--- config.mk ---
export PLATFORM = sky130hd
export DESIGN_NAME = csr_file_top
export DESIGN_NICKNAME = d
export VERILOG_FILES = /design/src/hdl/csr_pkg.sv /design/src/hdl/csr_write_if.sv /design/src/hdl/csr_decode.sv /design/src/hdl/csr_trap_regs.sv /design/src/hdl/csr_ctrl_regs.sv /design/src/hdl/csr_read_mux.sv /design/src/hdl/csr_file_top.sv
export VERILOG_INCLUDE_DIRS = /design/src /design/src/hdl
export SDC_FILE = /design/constraint.sdc
export NUM_CORES = 1
export LEC_CHECK = 0
export ABC_CLOCK_PERIOD_IN_PS = 3350
export CAP_MARGIN = 15
export CELL_PAD_IN_SITES_DETAIL_PLACEMENT = 0
export CELL_PAD_IN_SITES_GLOBAL_PLACEMENT = 1
export CORE_ASPECT_RATIO = 0.6
export CORE_MARGIN = 2
export CORE_UTILIZATION = 40
export DETAILED_ROUTE_END_ITERATION = 8
export DONT_BUFFER_PORTS = 1
export MAX_ROUTING_LAYER = met4
export PLACE_DENSITY = 0.81
export SETUP_SLACK_MARGIN = 0.05
export SLEW_MARGIN = 20
export SYNTH_ARGS = -nofsm -noshare
export SYNTH_HDL_FRONTEND = slang
export SYNTH_SLANG_ARGS = --single-unit
--- constraint.sdc ---
create_clock -name g_clk -period 3.35 [get_ports g_clk]
set_clock_uncertainty 0.1 [all_clocks]
set_input_delay 0.335 -clock g_clk [delete_from_list [all_inputs] [get_ports g_clk]]
set_output_delay 0.335 -clock g_clk [all_outputs]
set_load 0.02 [all_outputs]
--- src/hdl/csr_params.svh ---
// CSR file parameters
// Addresses of the machine-mode CSRs plus reset and constant values
`ifndef CSR_PARAMS_SVH
`define CSR_PARAMS_SVH

`define CSR_XLEN            32
`define CSR_MTVEC_RESET     32'hC000_0000
`define CSR_MISA_VALUE      32'h4000_1106   // RV32 with I, M, C and B

`define CSR_ADDR_MSTATUS    12'h300
`define CSR_ADDR_MISA       12'h301
`define CSR_ADDR_MEDELEG    12'h302
`define CSR_ADDR_MIDELEG    12'h303
`define CSR_ADDR_MIE        12'h304
`define CSR_ADDR_MTVEC      12'h305
`define CSR_ADDR_MCOUNTIN   12'h320
`define CSR_ADDR_MSCRATCH   12'h340
`define CSR_ADDR_MEPC       12'h341
`define CSR_ADDR_MCAUSE     12'h342
`define CSR_ADDR_MTVAL      12'h343
`define CSR_ADDR_MIP        12'h344

`define CSR_ADDR_MCYCLE     12'hB00
`define CSR_ADDR_MINSTRET   12'hB02
`define CSR_ADDR_MCYCLEH    12'hB80
`define CSR_ADDR_MINSTRETH  12'hB82
`define CSR_ADDR_CYCLE      12'hC00
`define CSR_ADDR_TIME       12'hC01
`define CSR_ADDR_INSTRET    12'hC02
`define CSR_ADDR_CYCLEH     12'hC80
`define CSR_ADDR_TIMEH      12'hC81
`define CSR_ADDR_INSTRETH   12'hC82

`define CSR_ADDR_MVENDORID  12'hF11
`define CSR_ADDR_MARCHID    12'hF12
`define CSR_ADDR_MIMPID     12'hF13
`define CSR_ADDR_MHARTID    12'hF14

`endif

--- src/hdl/csr_pkg.sv ---
// CSR file package
// Register select, write operation and trap cause types, plus the
// common read-modify-write helper
`default_nettype none

package csr_pkg;

    typedef enum logic [4:0] {
        CSR_MSTATUS, CSR_MISA, CSR_MEDELEG, CSR_MIDELEG, CSR_MIE, CSR_MTVEC,
        CSR_MSCRATCH, CSR_MEPC, CSR_MCAUSE, CSR_MTVAL, CSR_MIP,
        CSR_MCOUNTIN, CSR_MVENDORID, CSR_MARCHID, CSR_MIMPID, CSR_MHARTID,
        CSR_CYCLE, CSR_TIME, CSR_INSTRET, CSR_CYCLEH, CSR_TIMEH, CSR_INSTRETH,
        CSR_MCYCLE, CSR_MINSTRET, CSR_MCYCLEH, CSR_MINSTRETH,
        CSR_NONE
    } csr_sel_e;

    typedef enum logic [1:0] {
        OP_WRITE = 2'd0,
        OP_SET   = 2'd1,
        OP_CLEAR = 2'd2
    } csr_op_e;

    // Exception codes accepted in mcause
    typedef enum logic [5:0] {
        TRAP_IALIGN   = 6'd0,
        TRAP_IACCESS  = 6'd1,
        TRAP_IOPCODE  = 6'd2,
        TRAP_BREAKPT  = 6'd3,
        TRAP_LDALIGN  = 6'd4,
        TRAP_LDACCESS = 6'd5,
        TRAP_STALIGN  = 6'd6,
        TRAP_STACCESS = 6'd7,
        TRAP_ECALLM   = 6'd11
    } trap_cause_e;

    function automatic logic [31:0] csr_apply(
        input logic [31:0] old_word,
        input logic [31:0] wdata,
        input csr_op_e     op
    );
        case (op)
            OP_SET:   csr_apply = old_word | wdata;    // csrrs
            OP_CLEAR: csr_apply = old_word & ~wdata;   // csrrc
            default:  csr_apply = wdata;
        endcase
    endfunction

endpackage

`default_nettype wire

--- src/hdl/csr_write_if.sv ---
// CSR write bus
// Carries one decoded CSR write from the decoder to the register blocks
`timescale 1ns/1ns
`default_nettype none

interface csr_write_if;

    logic                   wen;    // Write strobe, this cycle only
    csr_pkg::csr_sel_e      sel;    // Target register
    csr_pkg::csr_op_e       op;     // Write, set or clear
    logic [31:0]            wdata;

    modport decoder (output wen, output sel, output op, output wdata);
    modport regfile (input wen, input sel, input op, input wdata);

endinterface

`default_nettype wire

--- src/hdl/csr_decode.sv ---
// CSR address decoder
// Maps the CSR address onto a register select and encodes the write strobes
`timescale 1ns/1ns
`default_nettype none
`include "csr_params.svh"

module csr_decode (
    input  wire                 g_clk,
    input  wire                 g_resetn,
    input  wire                 csr_en,
    input  wire                 csr_wr,
    input  wire                 csr_wr_set,
    input  wire                 csr_wr_clr,
    input  wire [11:0]          csr_addr,
    input  wire [31:0]          csr_wdata,
    output csr_pkg::csr_sel_e   rd_sel,
    csr_write_if.decoder        wr
);

    csr_pkg::csr_sel_e dec_sel;

    always_comb begin
        case (csr_addr)
            `CSR_ADDR_MSTATUS:   dec_sel = csr_pkg::CSR_MSTATUS;
            `CSR_ADDR_MISA:      dec_sel = csr_pkg::CSR_MISA;
            `CSR_ADDR_MEDELEG:   dec_sel = csr_pkg::CSR_MEDELEG;
            `CSR_ADDR_MIDELEG:   dec_sel = csr_pkg::CSR_MIDELEG;
            `CSR_ADDR_MIE:       dec_sel = csr_pkg::CSR_MIE;
            `CSR_ADDR_MTVEC:     dec_sel = csr_pkg::CSR_MTVEC;
            `CSR_ADDR_MCOUNTIN:  dec_sel = csr_pkg::CSR_MCOUNTIN;
            `CSR_ADDR_MSCRATCH:  dec_sel = csr_pkg::CSR_MSCRATCH;
            `CSR_ADDR_MEPC:      dec_sel = csr_pkg::CSR_MEPC;
            `CSR_ADDR_MCAUSE:    dec_sel = csr_pkg::CSR_MCAUSE;
            `CSR_ADDR_MTVAL:     dec_sel = csr_pkg::CSR_MTVAL;
            `CSR_ADDR_MIP:       dec_sel = csr_pkg::CSR_MIP;
            `CSR_ADDR_MCYCLE:    dec_sel = csr_pkg::CSR_MCYCLE;
            `CSR_ADDR_MINSTRET:  dec_sel = csr_pkg::CSR_MINSTRET;
            `CSR_ADDR_MCYCLEH:   dec_sel = csr_pkg::CSR_MCYCLEH;
            `CSR_ADDR_MINSTRETH: dec_sel = csr_pkg::CSR_MINSTRETH;
            `CSR_ADDR_CYCLE:     dec_sel = csr_pkg::CSR_CYCLE;
            `CSR_ADDR_TIME:      dec_sel = csr_pkg::CSR_TIME;
            `CSR_ADDR_INSTRET:   dec_sel = csr_pkg::CSR_INSTRET;
            `CSR_ADDR_CYCLEH:    dec_sel = csr_pkg::CSR_CYCLEH;
            `CSR_ADDR_TIMEH:     dec_sel = csr_pkg::CSR_TIMEH;
            `CSR_ADDR_INSTRETH:  dec_sel = csr_pkg::CSR_INSTRETH;
            `CSR_ADDR_MVENDORID: dec_sel = csr_pkg::CSR_MVENDORID;
            `CSR_ADDR_MARCHID:   dec_sel = csr_pkg::CSR_MARCHID;
            `CSR_ADDR_MIMPID:    dec_sel = csr_pkg::CSR_MIMPID;
            `CSR_ADDR_MHARTID:   dec_sel = csr_pkg::CSR_MHARTID;
            default:             dec_sel = csr_pkg::CSR_NONE;
        endcase
    end

    assign rd_sel   = csr_en ? dec_sel : csr_pkg::CSR_NONE;

    assign wr.wen   = csr_en && csr_wr;
    assign wr.sel   = dec_sel;
    assign wr.op    = csr_wr_set ? csr_pkg::OP_SET   :
                      csr_wr_clr ? csr_pkg::OP_CLEAR :
                                   csr_pkg::OP_WRITE;   // Set wins if both
    assign wr.wdata = csr_wdata;

    // The core never issues a combined set and clear
    a_set_clr_excl: assert property (@(posedge g_clk) disable iff (!g_resetn)
        (csr_en && csr_wr) |-> !(csr_wr_set && csr_wr_clr));

endmodule

`default_nettype wire

--- src/hdl/csr_trap_regs.sv ---
// Trap CSRs
// Holds mstatus, mtvec, mepc, mcause and mtval. Trap entry and MRET take
// priority over CSR writes to the same registers
`timescale 1ns/1ns
`default_nettype none
`include "csr_params.svh"

module csr_trap_regs (
    input  wire                     g_clk,
    input  wire                     g_resetn,
    input  wire                     trap_cpu,
    input  wire                     trap_int,
    input  wire [5:0]               trap_cause,
    input  wire [`CSR_XLEN-1:0]     trap_mtval,
    input  wire [`CSR_XLEN-1:0]     trap_pc,
    input  wire                     exec_mret,
    csr_write_if.regfile            wr,
    output logic [31:0]             mstatus_word,
    output logic [31:0]             mtvec_word,
    output logic [31:0]             mepc_word,
    output logic [31:0]             mcause_word,
    output logic [31:0]             mtval_word,
    output logic                    mstatus_mie,
    output logic [`CSR_XLEN-1:0]    csr_mepc,
    output logic [`CSR_XLEN-1:0]    csr_mtvec
);

    localparam logic [31:0] MTVEC_RESET = `CSR_MTVEC_RESET;

    logic        mie_q, mpie_q;
    logic [7:0]  wpri1_q;           // mstatus[30:23]
    logic [1:0]  wpri2_q;           // mstatus[10:9]
    logic        wpri3_q, wpri4_q;  // mstatus[6], mstatus[2]
    logic [29:0] mtvec_base_q;      // Direct mode only
    logic [30:0] mepc_q;
    logic [31:0] mcause_q;
    logic [31:0] mtval_q;
    logic [31:0] mstatus_new, mtvec_new, mepc_new, mcause_new, mtval_new;
    logic        cause_ok;
    wire         trap = trap_cpu || trap_int;

    // -------------------------------------------------------------------------
    // Current words and write results
    // -------------------------------------------------------------------------
    assign mstatus_word = {1'b0, wpri1_q, 12'b0, wpri2_q, 1'b0, mpie_q,
                           wpri3_q, 2'b0, mie_q, wpri4_q, 2'b0};
    assign mtvec_word   = {mtvec_base_q, 2'b00};
    assign mepc_word    = {mepc_q, 1'b0};
    assign mcause_word  = mcause_q;
    assign mtval_word   = mtval_q;
    assign mstatus_mie  = mie_q;
    assign csr_mepc     = mepc_word;
    assign csr_mtvec    = mtvec_word;

    assign mstatus_new = csr_pkg::csr_apply(mstatus_word, wr.wdata, wr.op);
    assign mtvec_new   = csr_pkg::csr_apply(mtvec_word, wr.wdata, wr.op);
    assign mepc_new    = csr_pkg::csr_apply(mepc_word, wr.wdata, wr.op);
    assign mcause_new  = csr_pkg::csr_apply(mcause_word, wr.wdata, wr.op);
    assign mtval_new   = csr_pkg::csr_apply(mtval_word, wr.wdata, wr.op);

    // Only defined exception codes may be written to mcause
    always_comb begin
        case (mcause_new[5:0])
            csr_pkg::TRAP_IALIGN,  csr_pkg::TRAP_IACCESS,
            csr_pkg::TRAP_IOPCODE, csr_pkg::TRAP_BREAKPT,
            csr_pkg::TRAP_LDALIGN, csr_pkg::TRAP_LDACCESS,
            csr_pkg::TRAP_STALIGN, csr_pkg::TRAP_STACCESS,
            csr_pkg::TRAP_ECALLM:  cause_ok = (mcause_new[31:6] == 26'b0);
            default:               cause_ok = 1'b0;
        endcase
    end

    // -------------------------------------------------------------------------
    // Register updates
    // -------------------------------------------------------------------------
    always_ff @(posedge g_clk) begin
        if (!g_resetn) begin
            mie_q  <= 1'b0;
            mpie_q <= 1'b0;
        end else if (trap) begin
            mpie_q <= mie_q;            // Stack the enable
            mie_q  <= 1'b0;
        end else if (exec_mret) begin
            mie_q  <= mpie_q;
            mpie_q <= 1'b0;
        end else if (wr.wen && wr.sel == csr_pkg::CSR_MSTATUS) begin
            mie_q  <= mstatus_new[3];
            mpie_q <= mstatus_new[7];
        end
    end

    always_ff @(posedge g_clk) begin
        if (!g_resetn) begin
            wpri1_q      <= 8'b0;
            wpri2_q      <= 2'b0;
            wpri3_q      <= 1'b0;
            wpri4_q      <= 1'b0;
            mtvec_base_q <= MTVEC_RESET[31:2];
            mtval_q      <= 32'b0;
        end else begin
            if (wr.wen && wr.sel == csr_pkg::CSR_MSTATUS) begin
                wpri1_q <= mstatus_new[30:23];
                wpri2_q <= mstatus_new[10:9];
                wpri3_q <= mstatus_new[6];
                wpri4_q <= mstatus_new[2];
            end
            if (wr.wen && wr.sel == csr_pkg::CSR_MTVEC)
                mtvec_base_q <= mtvec_new[31:2];
            if (trap_cpu)
                mtval_q <= trap_mtval;  // Interrupts leave mtval alone
            else if (wr.wen && wr.sel == csr_pkg::CSR_MTVAL)
                mtval_q <= mtval_new;
        end
    end

    always_ff @(posedge g_clk) begin
        if (!g_resetn) begin
            mepc_q   <= 31'b0;
            mcause_q <= 32'b0;
        end else if (trap) begin
            mepc_q   <= trap_pc[31:1];
            mcause_q <= {trap_int, 25'b0, trap_cause};
        end else if (wr.wen) begin
            if (wr.sel == csr_pkg::CSR_MEPC)
                mepc_q <= mepc_new[31:1];
            if (wr.sel == csr_pkg::CSR_MCAUSE && cause_ok)
                mcause_q <= mcause_new;
        end
    end

    // Pipeline retires MRET and takes traps in separate cycles
    a_mret_no_trap: assert property (@(posedge g_clk) disable iff (!g_resetn)
        exec_mret |-> !trap);

endmodule

`default_nettype wire

--- src/hdl/csr_ctrl_regs.sv ---
// Control CSRs
// Holds the mie enables, mscratch and the mcountinhibit bits
`timescale 1ns/1ns
`default_nettype none

module csr_ctrl_regs (
    input  wire             g_clk,
    input  wire             g_resetn,
    csr_write_if.regfile    wr,
    output logic            mie_meie,
    output logic            mie_mtie,
    output logic            mie_msie,
    output logic            inhibit_cy,
    output logic            inhibit_tm,
    output logic            inhibit_ir,
    output logic [31:0]     mscratch_word
);

    logic [31:0] mie_new, mscratch_new, mcountin_new;

    wire [31:0] mie_old = {20'b0, mie_meie, 3'b0, mie_mtie, 3'b0, mie_msie, 3'b0};
    wire [31:0] mcountin_old = {29'b0, inhibit_ir, inhibit_tm, inhibit_cy};

    assign mie_new      = csr_pkg::csr_apply(mie_old, wr.wdata, wr.op);
    assign mscratch_new = csr_pkg::csr_apply(mscratch_word, wr.wdata, wr.op);
    assign mcountin_new = csr_pkg::csr_apply(mcountin_old, wr.wdata, wr.op);

    always_ff @(posedge g_clk) begin
        if (!g_resetn) begin
            mie_meie      <= 1'b0;
            mie_mtie      <= 1'b0;
            mie_msie      <= 1'b0;
            mscratch_word <= 32'b0;
            inhibit_cy    <= 1'b0;
            inhibit_tm    <= 1'b0;
            inhibit_ir    <= 1'b0;
        end else if (wr.wen) begin
            if (wr.sel == csr_pkg::CSR_MIE) begin
                mie_meie <= mie_new[11];
                mie_mtie <= mie_new[7];
                mie_msie <= mie_new[3];
            end
            if (wr.sel == csr_pkg::CSR_MSCRATCH)
                mscratch_word <= mscratch_new;
            if (wr.sel == csr_pkg::CSR_MCOUNTIN) begin
                inhibit_cy <= mcountin_new[0];
                inhibit_tm <= mcountin_new[1];
                inhibit_ir <= mcountin_new[2];
            end
        end
    end

    // Interrupts stay masked and counters run once reset is released
    a_reset_clear: assert property (@(posedge g_clk) !g_resetn |=>
        !(mie_meie || mie_mtie || mie_msie || inhibit_cy || inhibit_tm || inhibit_ir));

endmodule

`default_nettype wire

--- src/hdl/csr_read_mux.sv ---
// CSR read multiplexer
// Builds every readable CSR word and returns the selected one, zero if none
`timescale 1ns/1ns
`default_nettype none
`include "csr_params.svh"

module csr_read_mux (
    input  csr_pkg::csr_sel_e   rd_sel,
    input  wire [31:0]          mstatus_word,
    input  wire [31:0]          mtvec_word,
    input  wire [31:0]          mepc_word,
    input  wire [31:0]          mcause_word,
    input  wire [31:0]          mtval_word,
    input  wire [31:0]          mscratch_word,
    input  wire                 mie_meie,
    input  wire                 mie_mtie,
    input  wire                 mie_msie,
    input  wire                 inhibit_cy,
    input  wire                 inhibit_tm,
    input  wire                 inhibit_ir,
    input  wire                 mip_meip,
    input  wire                 mip_mtip,
    input  wire                 mip_msip,
    input  wire [63:0]          ctr_time,
    input  wire [63:0]          ctr_cycle,
    input  wire [63:0]          ctr_instret,
    output logic [31:0]         csr_rdata
);

    wire [31:0] mie_word = {20'b0, mie_meie, 3'b0, mie_mtie, 3'b0, mie_msie, 3'b0};
    wire [31:0] mip_word = {20'b0, mip_meip, 3'b0, mip_mtip, 3'b0, mip_msip, 3'b0};
    wire [31:0] mcountin_word = {29'b0, inhibit_ir, inhibit_tm, inhibit_cy};

    always_comb begin
        case (rd_sel)
            csr_pkg::CSR_MSTATUS:   csr_rdata = mstatus_word;
            csr_pkg::CSR_MISA:      csr_rdata = `CSR_MISA_VALUE;
            csr_pkg::CSR_MIE:       csr_rdata = mie_word;
            csr_pkg::CSR_MTVEC:     csr_rdata = mtvec_word;
            csr_pkg::CSR_MCOUNTIN:  csr_rdata = mcountin_word;
            csr_pkg::CSR_MSCRATCH:  csr_rdata = mscratch_word;
            csr_pkg::CSR_MEPC:      csr_rdata = mepc_word;
            csr_pkg::CSR_MCAUSE:    csr_rdata = mcause_word;
            csr_pkg::CSR_MTVAL:     csr_rdata = mtval_word;
            csr_pkg::CSR_MIP:       csr_rdata = mip_word;
            // Machine counters alias the user views
            csr_pkg::CSR_CYCLE,
            csr_pkg::CSR_MCYCLE:    csr_rdata = ctr_cycle[31:0];
            csr_pkg::CSR_CYCLEH,
            csr_pkg::CSR_MCYCLEH:   csr_rdata = ctr_cycle[63:32];
            csr_pkg::CSR_INSTRET,
            csr_pkg::CSR_MINSTRET:  csr_rdata = ctr_instret[31:0];
            csr_pkg::CSR_INSTRETH,
            csr_pkg::CSR_MINSTRETH: csr_rdata = ctr_instret[63:32];
            csr_pkg::CSR_TIME:      csr_rdata = ctr_time[31:0];
            csr_pkg::CSR_TIMEH:     csr_rdata = ctr_time[63:32];
            default:                csr_rdata = 32'b0;  // IDs, delegation, none
        endcase
    end

endmodule

`default_nettype wire

--- src/hdl/csr_file_top.sv ---
// Machine-mode CSR file
// Top level joining the decoder, register blocks and read multiplexer
`timescale 1ns/1ns
`default_nettype none
`include "csr_params.svh"

module csr_file_top (
    input  wire                     g_clk,
    input  wire                     g_resetn,
    input  wire                     csr_en,
    input  wire                     csr_wr,
    input  wire                     csr_wr_set,
    input  wire                     csr_wr_clr,
    input  wire [11:0]              csr_addr,
    input  wire [`CSR_XLEN-1:0]     csr_wdata,
    output wire [`CSR_XLEN-1:0]     csr_rdata,
    output wire [`CSR_XLEN-1:0]     csr_mepc,
    output wire [`CSR_XLEN-1:0]     csr_mtvec,
    input  wire                     exec_mret,
    output wire                     mstatus_mie,
    output wire                     mie_meie,
    output wire                     mie_mtie,
    output wire                     mie_msie,
    input  wire                     mip_meip,
    input  wire                     mip_mtip,
    input  wire                     mip_msip,
    input  wire [63:0]              ctr_time,
    input  wire [63:0]              ctr_cycle,
    input  wire [63:0]              ctr_instret,
    output wire                     inhibit_cy,
    output wire                     inhibit_tm,
    output wire                     inhibit_ir,
    input  wire                     trap_cpu,
    input  wire                     trap_int,
    input  wire [5:0]               trap_cause,
    input  wire [`CSR_XLEN-1:0]     trap_mtval,
    input  wire [`CSR_XLEN-1:0]     trap_pc
);

    csr_pkg::csr_sel_e  rd_sel;
    wire [31:0]         mstatus_word, mtvec_word, mepc_word;
    wire [31:0]         mcause_word, mtval_word, mscratch_word;

    csr_write_if wr_bus ();

    csr_decode u_decode (
        .g_clk, .g_resetn, .csr_en, .csr_wr, .csr_wr_set, .csr_wr_clr,
        .csr_addr, .csr_wdata, .rd_sel, .wr(wr_bus.decoder)
    );

    csr_trap_regs u_trap_regs (
        .g_clk, .g_resetn, .trap_cpu, .trap_int, .trap_cause, .trap_mtval,
        .trap_pc, .exec_mret, .wr(wr_bus.regfile),
        .mstatus_word, .mtvec_word, .mepc_word, .mcause_word, .mtval_word,
        .mstatus_mie, .csr_mepc, .csr_mtvec
    );

    csr_ctrl_regs u_ctrl_regs (
        .g_clk, .g_resetn, .wr(wr_bus.regfile),
        .mie_meie, .mie_mtie, .mie_msie,
        .inhibit_cy, .inhibit_tm, .inhibit_ir, .mscratch_word
    );

    csr_read_mux u_read_mux (
        .rd_sel, .mstatus_word, .mtvec_word, .mepc_word, .mcause_word,
        .mtval_word, .mscratch_word, .mie_meie, .mie_mtie, .mie_msie,
        .inhibit_cy, .inhibit_tm, .inhibit_ir, .mip_meip, .mip_mtip, .mip_msip,
        .ctr_time, .ctr_cycle, .ctr_instret, .csr_rdata
    );

endmodule

`default_nettype wire

==> flow_summary.ini <==
[synthesis]
syn_area_um2 = 11500
ys_seq_area_share_pct = 30.8
synth-edff-count = 0
synth_flop_cell = dfxtp_1
syn_inst = 1511
avgSynthCellArea_um2 = 7.61
ys_types = 86
async_flop_share_pct = 0
ys_ff_latch = 177
synth_warnings = 0

[worst_setup_path]
worstReg2RegEnd = u_trap_regs.mcause_word[0]$_SDFFE_PN0P_
cp-end-kind = primary output
critPathLaunch = csr_addr[5]
ff2ff_setup_slack_ps = 540
cp_data_required_time_ps = 2910
rr_worst_depth = 8
crit_fanout = 13
reg2reg_from = u_trap_regs.mcause_word[2]$_SDFFE_PN0P_
cp.arrival_ps = 3060
startpoint_type = input pin
criticalPathCategory = in -> out

[clock_network]
clockBufferDepth = 2
cts_tree = built
path_clk_slew_ps = 70
clkSinkCount = 177
cts_root_buf = clkbuf_16
clk_latency_ps = 460
cts_max_level = 4
cts_buffers = 17

[placed_design]
place_area_um2 = 13000
pre_cts_ws_ps = -266
place.gp.congestion = 1.02
dp.final_hpwl_mm = 44.2
port-buffer-count = 0

[routing]
drtIter0Drc = 2241
wl_per_cell_um = 31.3
dr.pass1.iters = 6
viasPerCell = 6.94
ant_nets = 0
dr_total_vias = 14100
drcViolationCount = 0
routed_wl_mm = 63.4

[global_routing]
antenna_found_initial = 5
grt_pass1_wl_mm = 89.0
gr-max-usage-layer = met2
gr-total-overflow = 0
grt_pass1_vias = 12700
grt_max_degree = 128
use_met1_pct = 57.7
met3_usage_pct = 10.3
grt_use_total_pct = 41.5
grt_use_met2_pct = 58.1

[power]
peakVddDrop_v = 0.000377
power.density_nw_per_um2 = 327
power.leakage_nw = 5.64
power.total_mw = 4.98

[timing]
layout_setup_ws_ps = -142
slew_headroom_pct = 34.5
worst_slew_pin_slew_ps = 981
hold_violations = 0
final_max_slew_viol_count = 0
hold_slack_ps = 4.92
rsz0062_at_grt = true
max_clock_freq_ghz = 0.286
period_share_pct = 104
setup_viol = 28
min_period_ps = 3490

[floorplanning]
num_rows = 48
start_util_pct = 40.3
core_region_area_um2 = 28500
die_y_um = 135
dieArea_um2 = 30200
die_w_um = 223
ios = 421

[hold_path]
worstHoldPathCells = 2
hp-class = in -> reg
hp-start = csr_wdata[20]
holdPathEnd = u_trap_regs.mepc_q[19]$_SDFFE_PN0P_

[finish]
utilization_pct = 53.4
layout_commonest_cell = dfxtp_1
drive_above_1_share_pct = 21.9
mostFrequentLayoutCells = dfxtp_1 (177), buf_4 (143), nor2_1 (141), a21oi_1 (133), o21ai_0 (123)
nets = 1956
finalInstanceArea_um2 = 15200
area_growth_pct = 32.4
num-fill-cells = 2670

[flow_run]
drv_cap = 0

[status]
violations = negative setup slack
status = complete, but fails checks
==> repair_timing <==
item / 4_1_cts / 5_1_grt
endpoints found under the setup margin: 32 / 32
cloned: 2 / 2
resized for setup: 113 / 47
hold endpoints to repair: 152 / 0
pin swaps: 60 / 42
hold buffers: 51 / 0
setup buffers: 33 / 13
==> per-stage QoR <==
step	std cells	TNS, ps
after floorplan	1513	0
after global placement	1897	-7300
after detailed placement	1897	-9770
after CTS	2013	-405
after global routing	2028	-2740
final	2028	-1660
==> worst max-delay path by stage <==
stage,endpoint,slack (ps)
after global placement,csr_rdata[20],-240
after detailed placement,csr_rdata[23],-270
after global routing,csr_rdata[21],-160
after floorplan,csr_rdata[28],20
after CTS,csr_rdata[20],-70
final,csr_rdata[21],-140
==> metal layers <==
| metal | part of all wire (%) | wire length [um] | up-vias |
|---|---|---|---|
| met4 | 2.8 | 1800 | 0 |
| met1 | 42 | 26600 | 6761 |
| met2 | 42 | 26300 | 1152 |
| li1 | - | - | 6015 |
| met3 | 14 | 8720 | 147 |
| met5 | 0 | 0 | - |
==> cells in the mapped netlist (16+ instances only) <==
library cell    n  area [um2]
a222oi_1       47         470
and2_1         34         213
dfxtp_1       177        3540
nand2_1        78         293
buf_2          36         180
clkbuf_1      108         405
nand3_1        29         145
a21boi_0       25         188
a22oi_1        77         578
nor2_1        145         544
nor2b_1        16         100
o21ai_0       125         626
nand2b_1       22         138
nand4_1        29         181
o22ai_1        16         100
nor3_1        128         641
a31oi_1        20         125
o211a_1        33         330
xor2_1         34         298
a21oi_1       136         681
==> worst max-delay path, cell delays in order <==
cell	delay [ps]
or4b_4	540
buf_6	140
a2111o_1	420
nand2_2	120
or3_4	170
nor3_4	60
buf_6	120
buf_16	140
a222oi_1	490
a21boi_2	250
nand4_1	260
==> cell families (layout without fill, tap and decap cells) <==
logic type,after synthesis,count (layout),synth area share [%]
buffers and inverters,165,303,6.43
flip-flops,177,177,30.8
multiplexers,10,10,0.882
AND/OR/NAND/NOR,551,551,25.2
other,1,5,0.0326
AO/OA/AOI/OAI,570,570,33.7
XOR/XNOR,37,37,2.88
==> layout make-up <==
class	count	area (um2)	share of cell area [%]
antenna	2	5.00	0.0329
clock buffer	22	484	3.18
clock inverter	10	145	0.954
inverter	5	18.8	0.123
multi-input combinational	1171	7830	51.5
sequential	177	3540	23.3
tap	375	469	3.08
timing repair buffer	266	2720	17.9
==> flip-flops by register name (all words and copies together), names as in the netlist, 2 cells and up <==
| signal | flops |
|---|---|
| u_trap_regs.mepc_q | 31 |
| u_trap_regs.mcause_word | 32 |
| u_trap_regs.wpri2_q | 2 |
| u_trap_regs.wpri1_q | 8 |
| u_ctrl_regs.mscratch_word | 32 |
| u_trap_regs.mtvec_base_q | 30 |
| u_trap_regs.mtval_word | 32 |
==> where the power goes <==
part	internal (mW)	leakage (nW)	switching (mW)	total (mW)
combinational	0.225	3.90	0.294	0.519
clock	1.26	0.304	0.948	2.21
sequential	2.15	1.44	0.0938	2.25
total	3.64	5.64	1.34	4.98
No activity file was read; power rests on OpenSTA's default activity.
